`src/fpu_pkg.sv`:
```
// fpu_lite shared definitions covering formats, operation codes, flags and decode helpers
`default_nettype none

package fpu_pkg;

  // ------------------------------------------------------------------------
  // Widths and counts
  // ------------------------------------------------------------------------
  localparam int unsigned FLEN       = 32;
  localparam int unsigned TAG_W      = 4;
  localparam int unsigned NUM_GROUPS = 2;

  // Flag vector is ordered NV DZ OF UF NX, MSB first
  localparam int unsigned STATUS_W = 5;
  localparam int unsigned NV_BIT   = 4;

  // Group output payload is result, then status, then tag
  localparam int unsigned PAYLOAD_W = FLEN + STATUS_W + TAG_W;

  // Canonical quiet NaNs, the FP16 one already NaN-boxed
  localparam logic [FLEN-1:0] QNAN32 = 32'h7fc0_0000;
  localparam logic [FLEN-1:0] QNAN16 = 32'hffff_7e00;

  // ------------------------------------------------------------------------
  // Types
  // ------------------------------------------------------------------------
  typedef enum logic {
    FP32 = 1'b0,
    FP16 = 1'b1
  } fp_format_e;

  typedef enum logic [3:0] {
    FEQ, FLT, FLE, FMIN, FMAX,
    FSGNJ, FSGNJN, FSGNJX, FCLASS
  } operation_e;

  typedef enum logic {
    GRP_CMP  = 1'b0,
    GRP_MISC = 1'b1
  } opgroup_e;

  typedef logic [STATUS_W-1:0] status_t;

  // ------------------------------------------------------------------------
  // Helpers
  // ------------------------------------------------------------------------
  function automatic opgroup_e get_opgroup(operation_e op);
    case (op)
      FEQ, FLT, FLE, FMIN, FMAX: return GRP_CMP;
      default:                   return GRP_MISC;
    endcase
  endfunction

  // RISC-V class mask, bit 0 is negative infinity up to bit 9 for quiet NaN
  function automatic logic [9:0] fp_class(logic [FLEN-1:0] val, fp_format_e fmt);
    logic       sign;
    logic       exp_max;
    logic       exp_zero;
    logic       man_zero;
    logic       quiet;
    logic [9:0] cls;
    if (fmt == FP16) begin
      sign     = val[15];
      exp_max  = &val[14:10];
      exp_zero = ~|val[14:10];
      man_zero = ~|val[9:0];
      quiet    = val[9];
    end else begin
      sign     = val[31];
      exp_max  = &val[30:23];
      exp_zero = ~|val[30:23];
      man_zero = ~|val[22:0];
      quiet    = val[22];
    end
    cls = '0;
    if (exp_max && !man_zero) begin
      cls[quiet ? 9 : 8] = 1'b1;
    end else if (exp_max) begin
      cls[sign ? 0 : 7] = 1'b1;
    end else if (exp_zero && man_zero) begin
      cls[sign ? 3 : 4] = 1'b1;
    end else if (exp_zero) begin
      cls[sign ? 2 : 5] = 1'b1;
    end else begin
      cls[sign ? 1 : 6] = 1'b1;
    end
    return cls;
  endfunction

endpackage

`default_nettype wire

```
`src/fpu_cmp_unit.sv`:
```
// Compare group computing FEQ, FLT, FLE, FMIN and FMAX into one output stage
`timescale 1ns/1ps
`default_nettype none

module fpu_cmp_unit (
  input  logic                      clk_i,
  input  logic                      reset_i,
  input  logic [fpu_pkg::FLEN-1:0]  op_a_i,
  input  logic [fpu_pkg::FLEN-1:0]  op_b_i,
  input  fpu_pkg::operation_e       op_i,
  input  fpu_pkg::fp_format_e       fmt_i,
  input  logic [fpu_pkg::TAG_W-1:0] tag_i,
  input  logic                      in_valid_i,
  output logic                      in_ready_o,
  output logic [fpu_pkg::FLEN-1:0]  result_o,
  output fpu_pkg::status_t          status_o,
  output logic [fpu_pkg::TAG_W-1:0] tag_o,
  output logic                      out_valid_o,
  input  logic                      out_ready_i,
  output logic                      busy_o
);
  import fpu_pkg::*;

  logic [9:0]           cls_a;
  logic [9:0]           cls_b;
  logic                 a_nan;
  logic                 b_nan;
  logic                 any_snan;
  logic                 both_zero;
  logic                 sign_a;
  logic                 sign_b;
  logic [FLEN-2:0]      mag_a;
  logic [FLEN-2:0]      mag_b;
  logic                 eq;
  logic                 lt;
  logic                 min_lt;
  logic [FLEN-1:0]      result;
  status_t              status;
  logic [PAYLOAD_W-1:0] stage_data;

  // ------------------------------------------------------------------------
  // Operand decode
  // ------------------------------------------------------------------------
  assign cls_a     = fp_class(op_a_i, fmt_i);
  assign cls_b     = fp_class(op_b_i, fmt_i);
  assign a_nan     = cls_a[9] | cls_a[8];
  assign b_nan     = cls_b[9] | cls_b[8];
  assign any_snan  = cls_a[8] | cls_b[8];
  assign both_zero = (cls_a[3] | cls_a[4]) & (cls_b[3] | cls_b[4]);

  always_comb begin : split_fields
    if (fmt_i == FP16) begin
      sign_a = op_a_i[15];
      sign_b = op_b_i[15];
      mag_a  = {16'd0, op_a_i[14:0]};
      mag_b  = {16'd0, op_b_i[14:0]};
    end else begin
      sign_a = op_a_i[31];
      sign_b = op_b_i[31];
      mag_a  = op_a_i[30:0];
      mag_b  = op_b_i[30:0];
    end
  end

  // Ordering of non-NaN values, zeros of either sign are equal
  assign eq = both_zero | ((sign_a == sign_b) && (mag_a == mag_b));
  assign lt = ~both_zero & ((sign_a != sign_b) ? sign_a
                                               : (sign_a ? (mag_b < mag_a) : (mag_a < mag_b)));

  // Min/max additionally orders minus zero below plus zero
  assign min_lt = both_zero ? (sign_a & ~sign_b) : lt;

  // ------------------------------------------------------------------------
  // Result select
  // ------------------------------------------------------------------------
  always_comb begin : compute
    result = '0;
    status = '0;
    case (op_i)
      FEQ: begin
        result[0]      = eq & ~a_nan & ~b_nan;
        status[NV_BIT] = any_snan;
      end
      FLT: begin
        result[0]      = lt & ~a_nan & ~b_nan;
        status[NV_BIT] = a_nan | b_nan;
      end
      FLE: begin
        result[0]      = (lt | eq) & ~a_nan & ~b_nan;
        status[NV_BIT] = a_nan | b_nan;
      end
      FMIN, FMAX: begin
        status[NV_BIT] = any_snan;
        if (a_nan && b_nan) begin
          result = (fmt_i == FP16) ? QNAN16 : QNAN32;
        end else if (a_nan) begin
          result = op_b_i;
        end else if (b_nan) begin
          result = op_a_i;
        end else if ((op_i == FMIN) == min_lt) begin
          result = op_a_i;
        end else begin
          result = op_b_i;
        end
        if (fmt_i == FP16) begin
          result[FLEN-1:16] = '1;
        end
      end
      default: ;
    endcase
  end

  fpu_pipe_stage #(
    .payload_t ( logic [PAYLOAD_W-1:0] )
  ) i_out_stage (
    .clk_i       ( clk_i                   ),
    .reset_i     ( reset_i                 ),
    .in_valid_i  ( in_valid_i              ),
    .in_ready_o  ( in_ready_o              ),
    .data_i      ( {result, status, tag_i} ),
    .out_valid_o ( out_valid_o             ),
    .out_ready_i ( out_ready_i             ),
    .data_o      ( stage_data              )
  );

  assign {result_o, status_o, tag_o} = stage_data;
  assign busy_o = out_valid_o;

endmodule

`default_nettype wire

```
`src/fpu_dispatch.sv`:
```
// fpu_lite request dispatcher that steers operations to a group and checks NaN boxing
`timescale 1ns/1ps
`default_nettype none

module fpu_dispatch (
  input  logic [fpu_pkg::FLEN-1:0] operand_a_i,
  input  logic [fpu_pkg::FLEN-1:0] operand_b_i,
  input  fpu_pkg::operation_e      op_i,
  input  fpu_pkg::fp_format_e      fmt_i,
  input  logic                     in_valid_i,
  output logic                     in_ready_o,
  input  logic                     cmp_ready_i,
  input  logic                     misc_ready_i,
  input  logic                     cmp_busy_i,
  input  logic                     misc_busy_i,
  output logic                     cmp_valid_o,
  output logic                     misc_valid_o,
  output logic [fpu_pkg::FLEN-1:0] op_a_o,
  output logic [fpu_pkg::FLEN-1:0] op_b_o,
  output logic                     busy_o
);
  import fpu_pkg::*;

  opgroup_e grp;

  // Narrow values must carry all ones above bit 15, anything else reads as NaN
  function automatic logic [FLEN-1:0] unbox(logic [FLEN-1:0] val, fp_format_e fmt);
    if (fmt == FP16 && !(&val[FLEN-1:16])) begin
      return QNAN16;
    end
    return val;
  endfunction

  assign grp = get_opgroup(op_i);

  assign op_a_o = unbox(operand_a_i, fmt_i);
  assign op_b_o = unbox(operand_b_i, fmt_i);

  // ------------------------------------------------------------------------
  // Handshake steering
  // ------------------------------------------------------------------------
  assign cmp_valid_o  = in_valid_i & (grp == GRP_CMP);
  assign misc_valid_o = in_valid_i & (grp == GRP_MISC);

  // Only the addressed group can accept the request
  assign in_ready_o = in_valid_i & ((grp == GRP_CMP) ? cmp_ready_i : misc_ready_i);

  // Something is in flight if either output stage holds an item
  assign busy_o = cmp_busy_i | misc_busy_i;

endmodule

`default_nettype wire

```
`src/fpu_lite_top.sv`:
```
// fpu_lite top level joining dispatcher, compare and misc groups and the output arbiter
`timescale 1ns/1ps
`default_nettype none

module fpu_lite_top (
  input  logic                      clk_i,
  input  logic                      reset_i,
  input  logic [fpu_pkg::FLEN-1:0]  operand_a_i,
  input  logic [fpu_pkg::FLEN-1:0]  operand_b_i,
  input  fpu_pkg::operation_e       op_i,
  input  fpu_pkg::fp_format_e       fmt_i,
  input  logic [fpu_pkg::TAG_W-1:0] tag_i,
  input  logic                      in_valid_i,
  output logic                      in_ready_o,
  output logic [fpu_pkg::FLEN-1:0]  result_o,
  output fpu_pkg::status_t          status_o,
  output logic [fpu_pkg::TAG_W-1:0] tag_o,
  output logic                      out_valid_o,
  input  logic                      out_ready_i,
  output logic                      busy_o
);
  import fpu_pkg::*;

  // Dispatcher to groups
  logic [FLEN-1:0]       op_a;
  logic [FLEN-1:0]       op_b;
  logic                  cmp_valid;
  logic                  cmp_ready;
  logic                  cmp_busy;
  logic                  misc_valid;
  logic                  misc_ready;
  logic                  misc_busy;

  // Groups to arbiter
  logic [NUM_GROUPS-1:0] grp_valid;
  logic [NUM_GROUPS-1:0] grp_ready;
  logic [PAYLOAD_W-1:0]  grp_data [NUM_GROUPS];
  logic [FLEN-1:0]       cmp_result;
  logic [FLEN-1:0]       misc_result;
  status_t               cmp_status;
  status_t               misc_status;
  logic [TAG_W-1:0]      cmp_tag;
  logic [TAG_W-1:0]      misc_tag;

  fpu_dispatch i_dispatch (
    .operand_a_i  ( operand_a_i ),
    .operand_b_i  ( operand_b_i ),
    .op_i         ( op_i        ),
    .fmt_i        ( fmt_i       ),
    .in_valid_i   ( in_valid_i  ),
    .in_ready_o   ( in_ready_o  ),
    .cmp_ready_i  ( cmp_ready   ),
    .misc_ready_i ( misc_ready  ),
    .cmp_busy_i   ( cmp_busy    ),
    .misc_busy_i  ( misc_busy   ),
    .cmp_valid_o  ( cmp_valid   ),
    .misc_valid_o ( misc_valid  ),
    .op_a_o       ( op_a        ),
    .op_b_o       ( op_b        ),
    .busy_o       ( busy_o      )
  );

  // ------------------------------------------------------------------------
  // Operation groups
  // ------------------------------------------------------------------------
  fpu_cmp_unit i_cmp_unit (
    .clk_i       ( clk_i               ),
    .reset_i     ( reset_i             ),
    .op_a_i      ( op_a                ),
    .op_b_i      ( op_b                ),
    .op_i        ( op_i                ),
    .fmt_i       ( fmt_i               ),
    .tag_i       ( tag_i               ),
    .in_valid_i  ( cmp_valid           ),
    .in_ready_o  ( cmp_ready           ),
    .result_o    ( cmp_result          ),
    .status_o    ( cmp_status          ),
    .tag_o       ( cmp_tag             ),
    .out_valid_o ( grp_valid[GRP_CMP]  ),
    .out_ready_i ( grp_ready[GRP_CMP]  ),
    .busy_o      ( cmp_busy            )
  );

  fpu_misc_unit i_misc_unit (
    .clk_i       ( clk_i               ),
    .reset_i     ( reset_i             ),
    .op_a_i      ( op_a                ),
    .op_b_i      ( op_b                ),
    .op_i        ( op_i                ),
    .fmt_i       ( fmt_i               ),
    .tag_i       ( tag_i               ),
    .in_valid_i  ( misc_valid          ),
    .in_ready_o  ( misc_ready          ),
    .result_o    ( misc_result         ),
    .status_o    ( misc_status         ),
    .tag_o       ( misc_tag            ),
    .out_valid_o ( grp_valid[GRP_MISC] ),
    .out_ready_i ( grp_ready[GRP_MISC] ),
    .busy_o      ( misc_busy           )
  );

  assign grp_data[GRP_CMP]  = {cmp_result, cmp_status, cmp_tag};
  assign grp_data[GRP_MISC] = {misc_result, misc_status, misc_tag};

  // ------------------------------------------------------------------------
  // Output merge
  // ------------------------------------------------------------------------
  fpu_rr_arb #(
    .data_t ( logic [PAYLOAD_W-1:0] )
  ) i_arbiter (
    .clk_i   ( clk_i                         ),
    .reset_i ( reset_i                       ),
    .req_i   ( grp_valid                     ),
    .gnt_o   ( grp_ready                     ),
    .data_i  ( grp_data                      ),
    .req_o   ( out_valid_o                   ),
    .gnt_i   ( out_ready_i                   ),
    .data_o  ( {result_o, status_o, tag_o}   )
  );

endmodule

`default_nettype wire

```
`src/fpu_misc_unit.sv`:
```
// Misc group computing sign injection and FCLASS into one output stage
`timescale 1ns/1ps
`default_nettype none

module fpu_misc_unit (
  input  logic                      clk_i,
  input  logic                      reset_i,
  input  logic [fpu_pkg::FLEN-1:0]  op_a_i,
  input  logic [fpu_pkg::FLEN-1:0]  op_b_i,
  input  fpu_pkg::operation_e       op_i,
  input  fpu_pkg::fp_format_e       fmt_i,
  input  logic [fpu_pkg::TAG_W-1:0] tag_i,
  input  logic                      in_valid_i,
  output logic                      in_ready_o,
  output logic [fpu_pkg::FLEN-1:0]  result_o,
  output fpu_pkg::status_t          status_o,
  output logic [fpu_pkg::TAG_W-1:0] tag_o,
  output logic                      out_valid_o,
  input  logic                      out_ready_i,
  output logic                      busy_o
);
  import fpu_pkg::*;

  logic                 sign_a;
  logic                 sign_b;
  logic                 new_sign;
  logic [FLEN-1:0]      result;
  logic [PAYLOAD_W-1:0] stage_data;

  assign sign_a = (fmt_i == FP16) ? op_a_i[15] : op_a_i[31];
  assign sign_b = (fmt_i == FP16) ? op_b_i[15] : op_b_i[31];

  always_comb begin : pick_sign
    case (op_i)
      FSGNJN:  new_sign = ~sign_b;
      FSGNJX:  new_sign = sign_a ^ sign_b;
      default: new_sign = sign_b;
    endcase
  end

  // ------------------------------------------------------------------------
  // Result select
  // ------------------------------------------------------------------------
  always_comb begin : compute
    if (op_i == FCLASS) begin
      result = {{(FLEN-10){1'b0}}, fp_class(op_a_i, fmt_i)};
    end else if (fmt_i == FP16) begin
      // Magnitude of a, boxed in the upper half
      result = {16'hffff, new_sign, op_a_i[14:0]};
    end else begin
      result = {new_sign, op_a_i[30:0]};
    end
  end

  // No operation of this group raises a flag
  fpu_pipe_stage #(
    .payload_t ( logic [PAYLOAD_W-1:0] )
  ) i_out_stage (
    .clk_i       ( clk_i                     ),
    .reset_i     ( reset_i                   ),
    .in_valid_i  ( in_valid_i                ),
    .in_ready_o  ( in_ready_o                ),
    .data_i      ( {result, status_t'(0), tag_i} ),
    .out_valid_o ( out_valid_o               ),
    .out_ready_i ( out_ready_i               ),
    .data_o      ( stage_data                )
  );

  assign {result_o, status_o, tag_o} = stage_data;
  assign busy_o = out_valid_o;

endmodule

`default_nettype wire

```
`src/fpu_pipe_stage.sv`:
```
// Single valid/ready register stage with full throughput over a generic payload
`timescale 1ns/1ps
`default_nettype none

module fpu_pipe_stage #(
  parameter type payload_t = logic
) (
  input  logic     clk_i,
  input  logic     reset_i,
  input  logic     in_valid_i,
  output logic     in_ready_o,
  input  payload_t data_i,
  output logic     out_valid_o,
  input  logic     out_ready_i,
  output payload_t data_o
);

  logic     valid_q;
  payload_t data_q;

  // Accept when empty or when the held item leaves in this cycle
  assign in_ready_o = ~valid_q | out_ready_i;

  always_ff @(posedge clk_i) begin
    if (reset_i) begin
      valid_q <= 1'b0;
    end else if (in_ready_o) begin
      valid_q <= in_valid_i;
    end
  end

  always_ff @(posedge clk_i) begin
    if (in_valid_i && in_ready_o) begin
      data_q <= data_i;
    end
  end

  assign out_valid_o = valid_q;
  assign data_o      = data_q;

endmodule

`default_nettype wire

```
`src/fpu_rr_arb.sv`:
```
// Two-input round-robin arbiter merging group results onto one valid/ready port
`timescale 1ns/1ps
`default_nettype none

module fpu_rr_arb #(
  parameter type data_t = logic
) (
  input  logic                            clk_i,
  input  logic                            reset_i,
  input  logic [fpu_pkg::NUM_GROUPS-1:0]  req_i,
  output logic [fpu_pkg::NUM_GROUPS-1:0]  gnt_o,
  input  data_t                           data_i [fpu_pkg::NUM_GROUPS],
  output logic                            req_o,
  input  logic                            gnt_i,
  output data_t                           data_o
);
  import fpu_pkg::*;

  // Index of the input with priority, 0 is the compare group
  logic rr_q;
  logic idx;

  // Priority input wins if requesting, otherwise the other one
  assign idx   = req_i[rr_q] ? rr_q : ~rr_q;
  assign req_o = |req_i;

  always_comb begin : grant
    for (int i = 0; i < NUM_GROUPS; i++) begin
      gnt_o[i] = gnt_i & req_i[i] & (idx == i[0]);
    end
  end

  assign data_o = data_i[idx];

  // ------------------------------------------------------------------------
  // Pointer update
  // ------------------------------------------------------------------------
  // A stalled winner keeps priority so the output holds until it transfers
  always_ff @(posedge clk_i) begin
    if (reset_i) begin
      rr_q <= 1'b0;
    end else if (req_o) begin
      rr_q <= gnt_i ? ~idx : idx;
    end
  end

endmodule

`default_nettype wire

```
`config.mk`:
```
export PLATFORM = sky130hd
export DESIGN_NAME = fpu_lite_top
export DESIGN_NICKNAME = d
export VERILOG_FILES = /design/src/fpu_pkg.sv /design/src/fpu_cmp_unit.sv /design/src/fpu_dispatch.sv /design/src/fpu_lite_top.sv /design/src/fpu_misc_unit.sv /design/src/fpu_pipe_stage.sv /design/src/fpu_rr_arb.sv
export SDC_FILE = /design/constraint.sdc
export NUM_CORES = 1
export LEC_CHECK = 0
export BUFFER_PORTS_ARGS = -buffer_cell sky130_fd_sc_hd__buf_4
export CORE_MARGIN = 5
export CORE_UTILIZATION = 50
export DETAILED_ROUTE_END_ITERATION = 8
export PLACE_DENSITY = 0.84
export REMOVE_ABC_BUFFERS = 1
export SYNTH_ARGS = -nofsm -noshare
export SYNTH_HDL_FRONTEND = slang
export SYNTH_SLANG_ARGS = --single-unit
```
`constraint.sdc`:
```
create_clock -name clk_i -period 4.7 [get_ports clk_i]
set_input_delay 0.705 -clock clk_i [delete_from_list [all_inputs] [get_ports clk_i]]
set_output_delay 0.705 -clock clk_i [all_outputs]
set_load 0.02 [all_outputs]
```
==> reports/results.txt, run 1 <==
Clk Latency, worst-skew pair: 0.37 ns
Setup TNS: 0 ns
average via count per standard cell: 5.99
grt total ovfl: 0
ys flop type: edfxtp_1
mux cell area share after synthesis: 8.64%
CP max FO: 19
Post-Synth Adder-Cell Area: 7.45%
Clk pin slew, worst setup/hold paths: 0.08 ns
layout cells sized above 1: 29.6%
area grow syn2layout: 24.5%
min Tclk post-route: 4.33 ns
max-cap violations: 0
most used routing layer: met2
Max Clk Rate: 0.231 GHz
Port-buffer cells: 116
XOR/XNOR Fraction of Synth Area: 0.326%
largest family of logic cells by synthesized area: simple AND/OR/NAND/NOR gates
Die Span Y: 114 µm
Rel. slew slack: 51.4%
Post-synth EDFFs: 73
Final nets: 787
vias in the first global route: 4802
critical path type: in -> reg
Critical Path RT: 4.79 ns
Overall Global Routing Usage: 24.3%
# diodes: 0
met3 usage: 4.51%
initial antenna violation count: 0
final worst-path cycle share: 92.2%
Cells after Synth: 562
TritonCTS clock tree: built
die width: 114 µm
Leakage: 2.66 nW
CTS H-tree lvls: 3
Slew @ Worst Pin: 0.727 ns
Fin Clk Skew: 0.0129 ns
Starting Density: 51.6%
cts bufs inserted: 9
Post-DRT Antenna Nets: 0
YS warnings: 0
Post-Route WL: 15700 µm
Seq/Total Area, Yosys: 41.9%
area of the mapped netlist: 0.00537 mm²
Setup WS pre-CTS: 0.0537 ns
DIE AREA: 0.0129 mm²
RSZ-0062 raised after global routing: no
count leader, synth: nor2_1
post-DP HPWL: 12000 µm
Mean Syn Cell Area: 9.56 µm²
Post-CTS Setup Bufs: 0
WHS: 0.509 ns
Setup WS post-layout: 0.366 ns
routed len/inst: 19.2 µm
outcome: finished, final reports clean
vias: 4905
final core utilization: 64.2%
RD Place Congestion: 1.04
initial DRC count: 410
nature of the critical path endpoint: register
flops & latches, synth: 76
Final Hold Viols: 0
Sink Count: 76
Tot Pwr: 0.00184 W
CP Launch Type: input pin
synthesized-area fraction occupied by ao, oa, aoi and oai cells: 14.8%
Synth cell types: 59
CTS root buf: clkbuf_8
# IOs: 121
top cell type by total area after synthesis: edfxtp_1
drt pass-1 iters: 5
fin. max-slew vios: 0
Worst Hold Class: in -> reg
largest cells by area after synthesis: edfxtp_1 41%, mux2_2 7.8%, ha_1 7.5%
power per cell area: 275 mW/mm²
filler cell count: 880
Synth top cells by count: 79 x nor2_1, 73 x edfxtp_1, 53 x nand2_1
CTS Hold Bufs: 0
Post-Synth Simple-Gate Area: 23.1%
row count: 37
asr flop ratio synth: 0%
Post-CTS Resized: 0
drt drc: 0
Max clock buf depth: 2
CP arrival: 4.42 ns
Final setup viols: 0
GRT met2 Usage: 39.1%
VDD IR-drop max: 0.132 mV
Core Box Area: 0.0104 mm²
first-pass GRT wire length: 24600 µm
post-synth top area share: 40.8%
met1 Track Usage GR: 33.0%
largest net degree at the start of global routing: 38
critical path, cell delays in order:
cell and delay (ns):
buf_4 0.13, nand4_1 0.17, or4_4 0.56, nand2_1 0.15
buf_12 0.16, nand2_1 0.10, ha_1 0.32, a211oi_1 0.23
nor2_1 0.10, o31ai_1 0.21, a31oi_1 0.11, o21a_1 0.28
mux2i_4 0.24, or3_1 0.39, a211oi_1 0.40, a221oi_1 0.16
layout by cell type, fill, tap and decap left out, types with 13 or more instances in the layout:
cell type / netlist / routed
buf_4: 6 / 129
nor2_1: 79 / 79
edfxtp_1: 73 / 73
nand2_1: 53 / 53
mux2_2: 37 / 37
ha_1: 32 / 32
nand3_1: 28 / 28
a21oi_1: 25 / 23
nor2b_1: 21 / 21
inv_1: 15 / 15
nand4_1: 13 / 13
final cells by class:
type	instances	area, µm²	area share (%)
Multi-Input combinational cell	444	2970	44.4
Sequential cell	76	2250	33.7
Timing Repair Buffer	132	1030	15.4
Tap cell	136	170	2.54
Clock buffer	9	124	1.85
Clock inverter	7	90.1	1.35
Inverter	15	56.3	0.841
sequential cells by signal, indices dropped and copies added (netlist names):
register and flops:
i_cmp_unit.i_out_stage.data_o 37, i_arbiter.rr_q 1, i_misc_unit.i_out_stage.data_o 36, i_cmp_unit.i_out_stage.out_valid_o 1, i_misc_unit.i_out_stage.out_valid_o 1
layer usage:
layer	part of all wire, %	routed length [µm]
met2	47	7400
met1	43	6720
met4	2.4	382
met5	0	0
met3	7.9	1240
path summary, 6_finish.rpt:
check | startpoint | endpoint | slack [ns] | depth (start not counted)
max | operand_a_i[22] | i_cmp_unit.i_out_stage.data_o[32]$_SDFFCE_PP0P_ | 0.37 | 16
max reg2reg | i_misc_unit.i_out_stage.out_valid_o$_SDFFE_PP0N_ | i_cmp_unit.i_out_stage.data_o[28]$_SDFFCE_PP0P_ | 2.46 | 4
min | reset_i | i_cmp_unit.i_out_stage.out_valid_o$_SDFFE_PP0N_ | 0.51 | 2
min reg2reg | i_cmp_unit.i_out_stage.out_valid_o$_SDFFE_PP0N_ | i_cmp_unit.i_out_stage.out_valid_o$_SDFFE_PP0N_ | 0.55 | 2
cells by family (layout without fill, tap and decap cells):
logic type / Yosys count / count (layout)
buffers and inverters: 45 / 163
adders and majority gates: 32 / 32
AOI/OAI and AO/OA: 112 / 112
other: 1 / 4
and+or+nand+nor: 254 / 254
muxes: 40 / 40
xor gates and xnor gates: 2 / 2
DFF: 76 / 76
per-stage QoR:
| stage | instance area [µm²] | instances |
|---|---|---|
| 6_report | 6690 | 819 |
| 5_1_grt | 6690 | 819 |
| 4_1_cts | 6690 | 819 |
| 3_5_place_dp | 6480 | 803 |
| 3_3_place_gp | 6480 | 803 |
| 2_1_floorplan | 5240 | 535 |
report_power, final:
part	internal, W	leakage [nW]	switching (W)
clock network	0.000297	0.109	0.000256
logic	0.000216	1.82	0.000281
registers	0.000779	0.730	0.00000890
(Power assumes the default switching activity.)
==> inputs of run 2 (changes only) <==
--- a/config.mk
+++ b/config.mk
@@ -11,3 +11,3 @@
 export DETAILED_ROUTE_END_ITERATION = 8
-export PLACE_DENSITY = 0.84
+export PLACE_DENSITY = 0.78
 export REMOVE_ABC_BUFFERS = 1
--- a/constraint.sdc
+++ b/constraint.sdc
@@ -3,2 +3,2 @@
 set_output_delay 0.705 -clock clk_i [all_outputs]
-set_load 0.02 [all_outputs]
+set_load 0.1 [all_outputs]
==> reports/results.txt, run 2 (same netlist as run 1, synthesis figures left out) <==
VDD IR-drop max: 0.223 mV (+69%)
Slew @ Worst Pin: 0.862 ns (+0.135 ns)
RSZ-0062 raised after global routing: no
Final Hold Viols: 0 (unchanged)
Post-Route WL: 15500 µm (-1.6%)
CP Launch Type: input pin
Overall Global Routing Usage: 23.9% (-0.42 points)
CP max FO: 11 (-8)
Critical Path Source: operand_b_i[18]
max reg flops: 37 (unchanged)
HP Start: reset_i
most used routing layer: met2
Clk Latency, worst-skew pair: 0.36 ns (about the same)
max-cap violations: 0 (unchanged)
Placement Cell Area: 0.00646 mm² (-0.27%)
Max clock buf depth: 2 (unchanged)
# IOs: 121 (unchanged)
cts bufs inserted: 9 (unchanged)
power per cell area: 311 mW/mm² (+13%)
vias: 4948 (+0.88%)
final worst-path cycle share: 94.7% (+2.5 points)
initial antenna violation count: 0 (unchanged)
Port-buffer cells: 116 (unchanged)
routed len/inst: 18.9 µm (-1.8%)
drt pass-1 iters: 6 (+1)
most common cell after layout, fill and taps aside: buf_4
RD Place Congestion: 0.941 (-9.7%)
nature of the critical path endpoint: register
CP arrival: 4.53 ns (+0.11 ns)
Clk pin slew, worst setup/hold paths: 0.08 ns (about the same)
Setup TNS: 0 ns (unchanged)
Core Box Area: 0.0104 mm² (unchanged)
Finished Cell Area: 0.00668 mm² (-0.19%)
DIE AREA: 0.0129 mm² (unchanged)
die width: 114 µm (unchanged)
Post-CTS Resized: 0 (unchanged)
initial DRC count: 425 (+3.7%)
layout cells sized above 1: 29.7% (+0.10 points)
largest net degree at the start of global routing: 39 (+2.6%)
post-DP HPWL: 11800 µm (-1.9%)
Die Span Y: 114 µm (unchanged)
Final setup viols: 0 (unchanged)
worst r2r src: i_cmp_unit.i_out_stage.out_valid_o$_SDFFE_PP0N_
area grow syn2layout: 24.3%
vias in the first global route: 4797 (-0.10%)
final core utilization: 64.1% (-0.12 points)
row count: 37 (unchanged)
Rel. slew slack: 42.3% (-9.1 points)
CTS root buf: clkbuf_8
Fin Clk Skew: 0.00859 ns (-0.00434 ns)
first-pass GRT wire length: 24500 µm (-0.73%)
outcome: finished, final reports clean
Leakage: 2.65 nW (-0.15%)
Max Clk Rate: 0.225 GHz (-2.6%)
Final nets: 788 (+0.13%)
CTS Hold Bufs: 0 (unchanged)
commonest non-fill, non-tap cells in the layout: 132 x buf_4, 79 x nor2_1, 73 x edfxtp_1
filler cell count: 879 (-0.11%)
Starting Density: 51.6% (unchanged)
Worst Hold Class: in -> reg
min Tclk post-route: 4.45 ns (+0.116 ns)
met3 usage: 4.08% (-0.42 points)
Post-DRT Antenna Nets: 0 (unchanged)
grt total ovfl: 0 (unchanged)
Post-CTS Setup Bufs: 0 (unchanged)
GRT met2 Usage: 39.5% (+0.35 points)
met1 Track Usage GR: 31.5% (-1.6 points)
fin. max-slew vios: 0 (unchanged)
CTS H-tree lvls: 3 (unchanged)
Critical Path RT: 4.78 ns (about the same)
TritonCTS clock tree: built
Sink Count: 76 (unchanged)
# diodes: 0 (unchanged)
drt drc: 0 (unchanged)
Tot Pwr: 0.00207 W (+13%)
WHS: 0.521 ns (+0.0119 ns)
critical path type: in -> reg
average via count per standard cell: 6.03 (+0.75%)
run 2: path summary, 6_finish.rpt:
| check | slack (ns) | cells past startpoint | end |
|---|---|---|---|
| setup / recovery | 0.25 | 15 | i_cmp_unit.i_out_stage.data_o[32]$_SDFFCE_PP0P_ |
| hold / removal | 0.52 | 2 | i_misc_unit.i_out_stage.out_valid_o$_SDFFE_PP0N_ |
| setup reg to reg | 2.25 | 6 | i_cmp_unit.i_out_stage.data_o[40]$_SDFFCE_PP0P_ |
| hold reg to reg | 0.56 | 2 | i_cmp_unit.i_out_stage.out_valid_o$_SDFFE_PP0N_ |
run 2: per-stage QoR:
step	worst slack [ns]	cells
6_report	0.250	820
3_3_place_gp	0.145	804
4_1_cts	0.329	820
3_5_place_dp	-0.00525	804
2_1_floorplan	-1.88	535
5_1_grt	0.00205	820
run 2: power breakdown:
group          internal (W)  switching [W]
sequential         0.000779     0.00000841
clock              0.000314       0.000239
combinational      0.000215       0.000519
run 2: area by class of cell:
cell class,count,area [µm²],share of cell area (%)
clock buffer,12,145,2.17
timing repair buffer,133,1010,15.1
clock inverter,4,73.8,1.11
multi-input combinational,444,2970,44.5
sequential,76,2250,33.7
tap,136,170,2.55
inverter,15,56.3,0.843
run 2: layer usage:
layer / vias to the layer above / share of wire (%)
li1: 2332 / -
met1: 2317 / 40
met2: 263 / 48
met3: 36 / 8.1
met4: 0 / 3.1
met5: - / 0
run 2: critical path, cell delays in order:
cell,delay (ns)
buf_4,0.10
nand4_1,0.19
o41ai_4,0.58
buf_4,0.27
and2_1,0.20
ha_1,0.27
a211oi_1,0.27
nor2_1,0.11
o31ai_1,0.21
a31oi_1,0.12
o21a_1,0.28
mux2i_4,0.23
or3_1,0.39
a211oi_1,0.42
a221oi_1,0.16
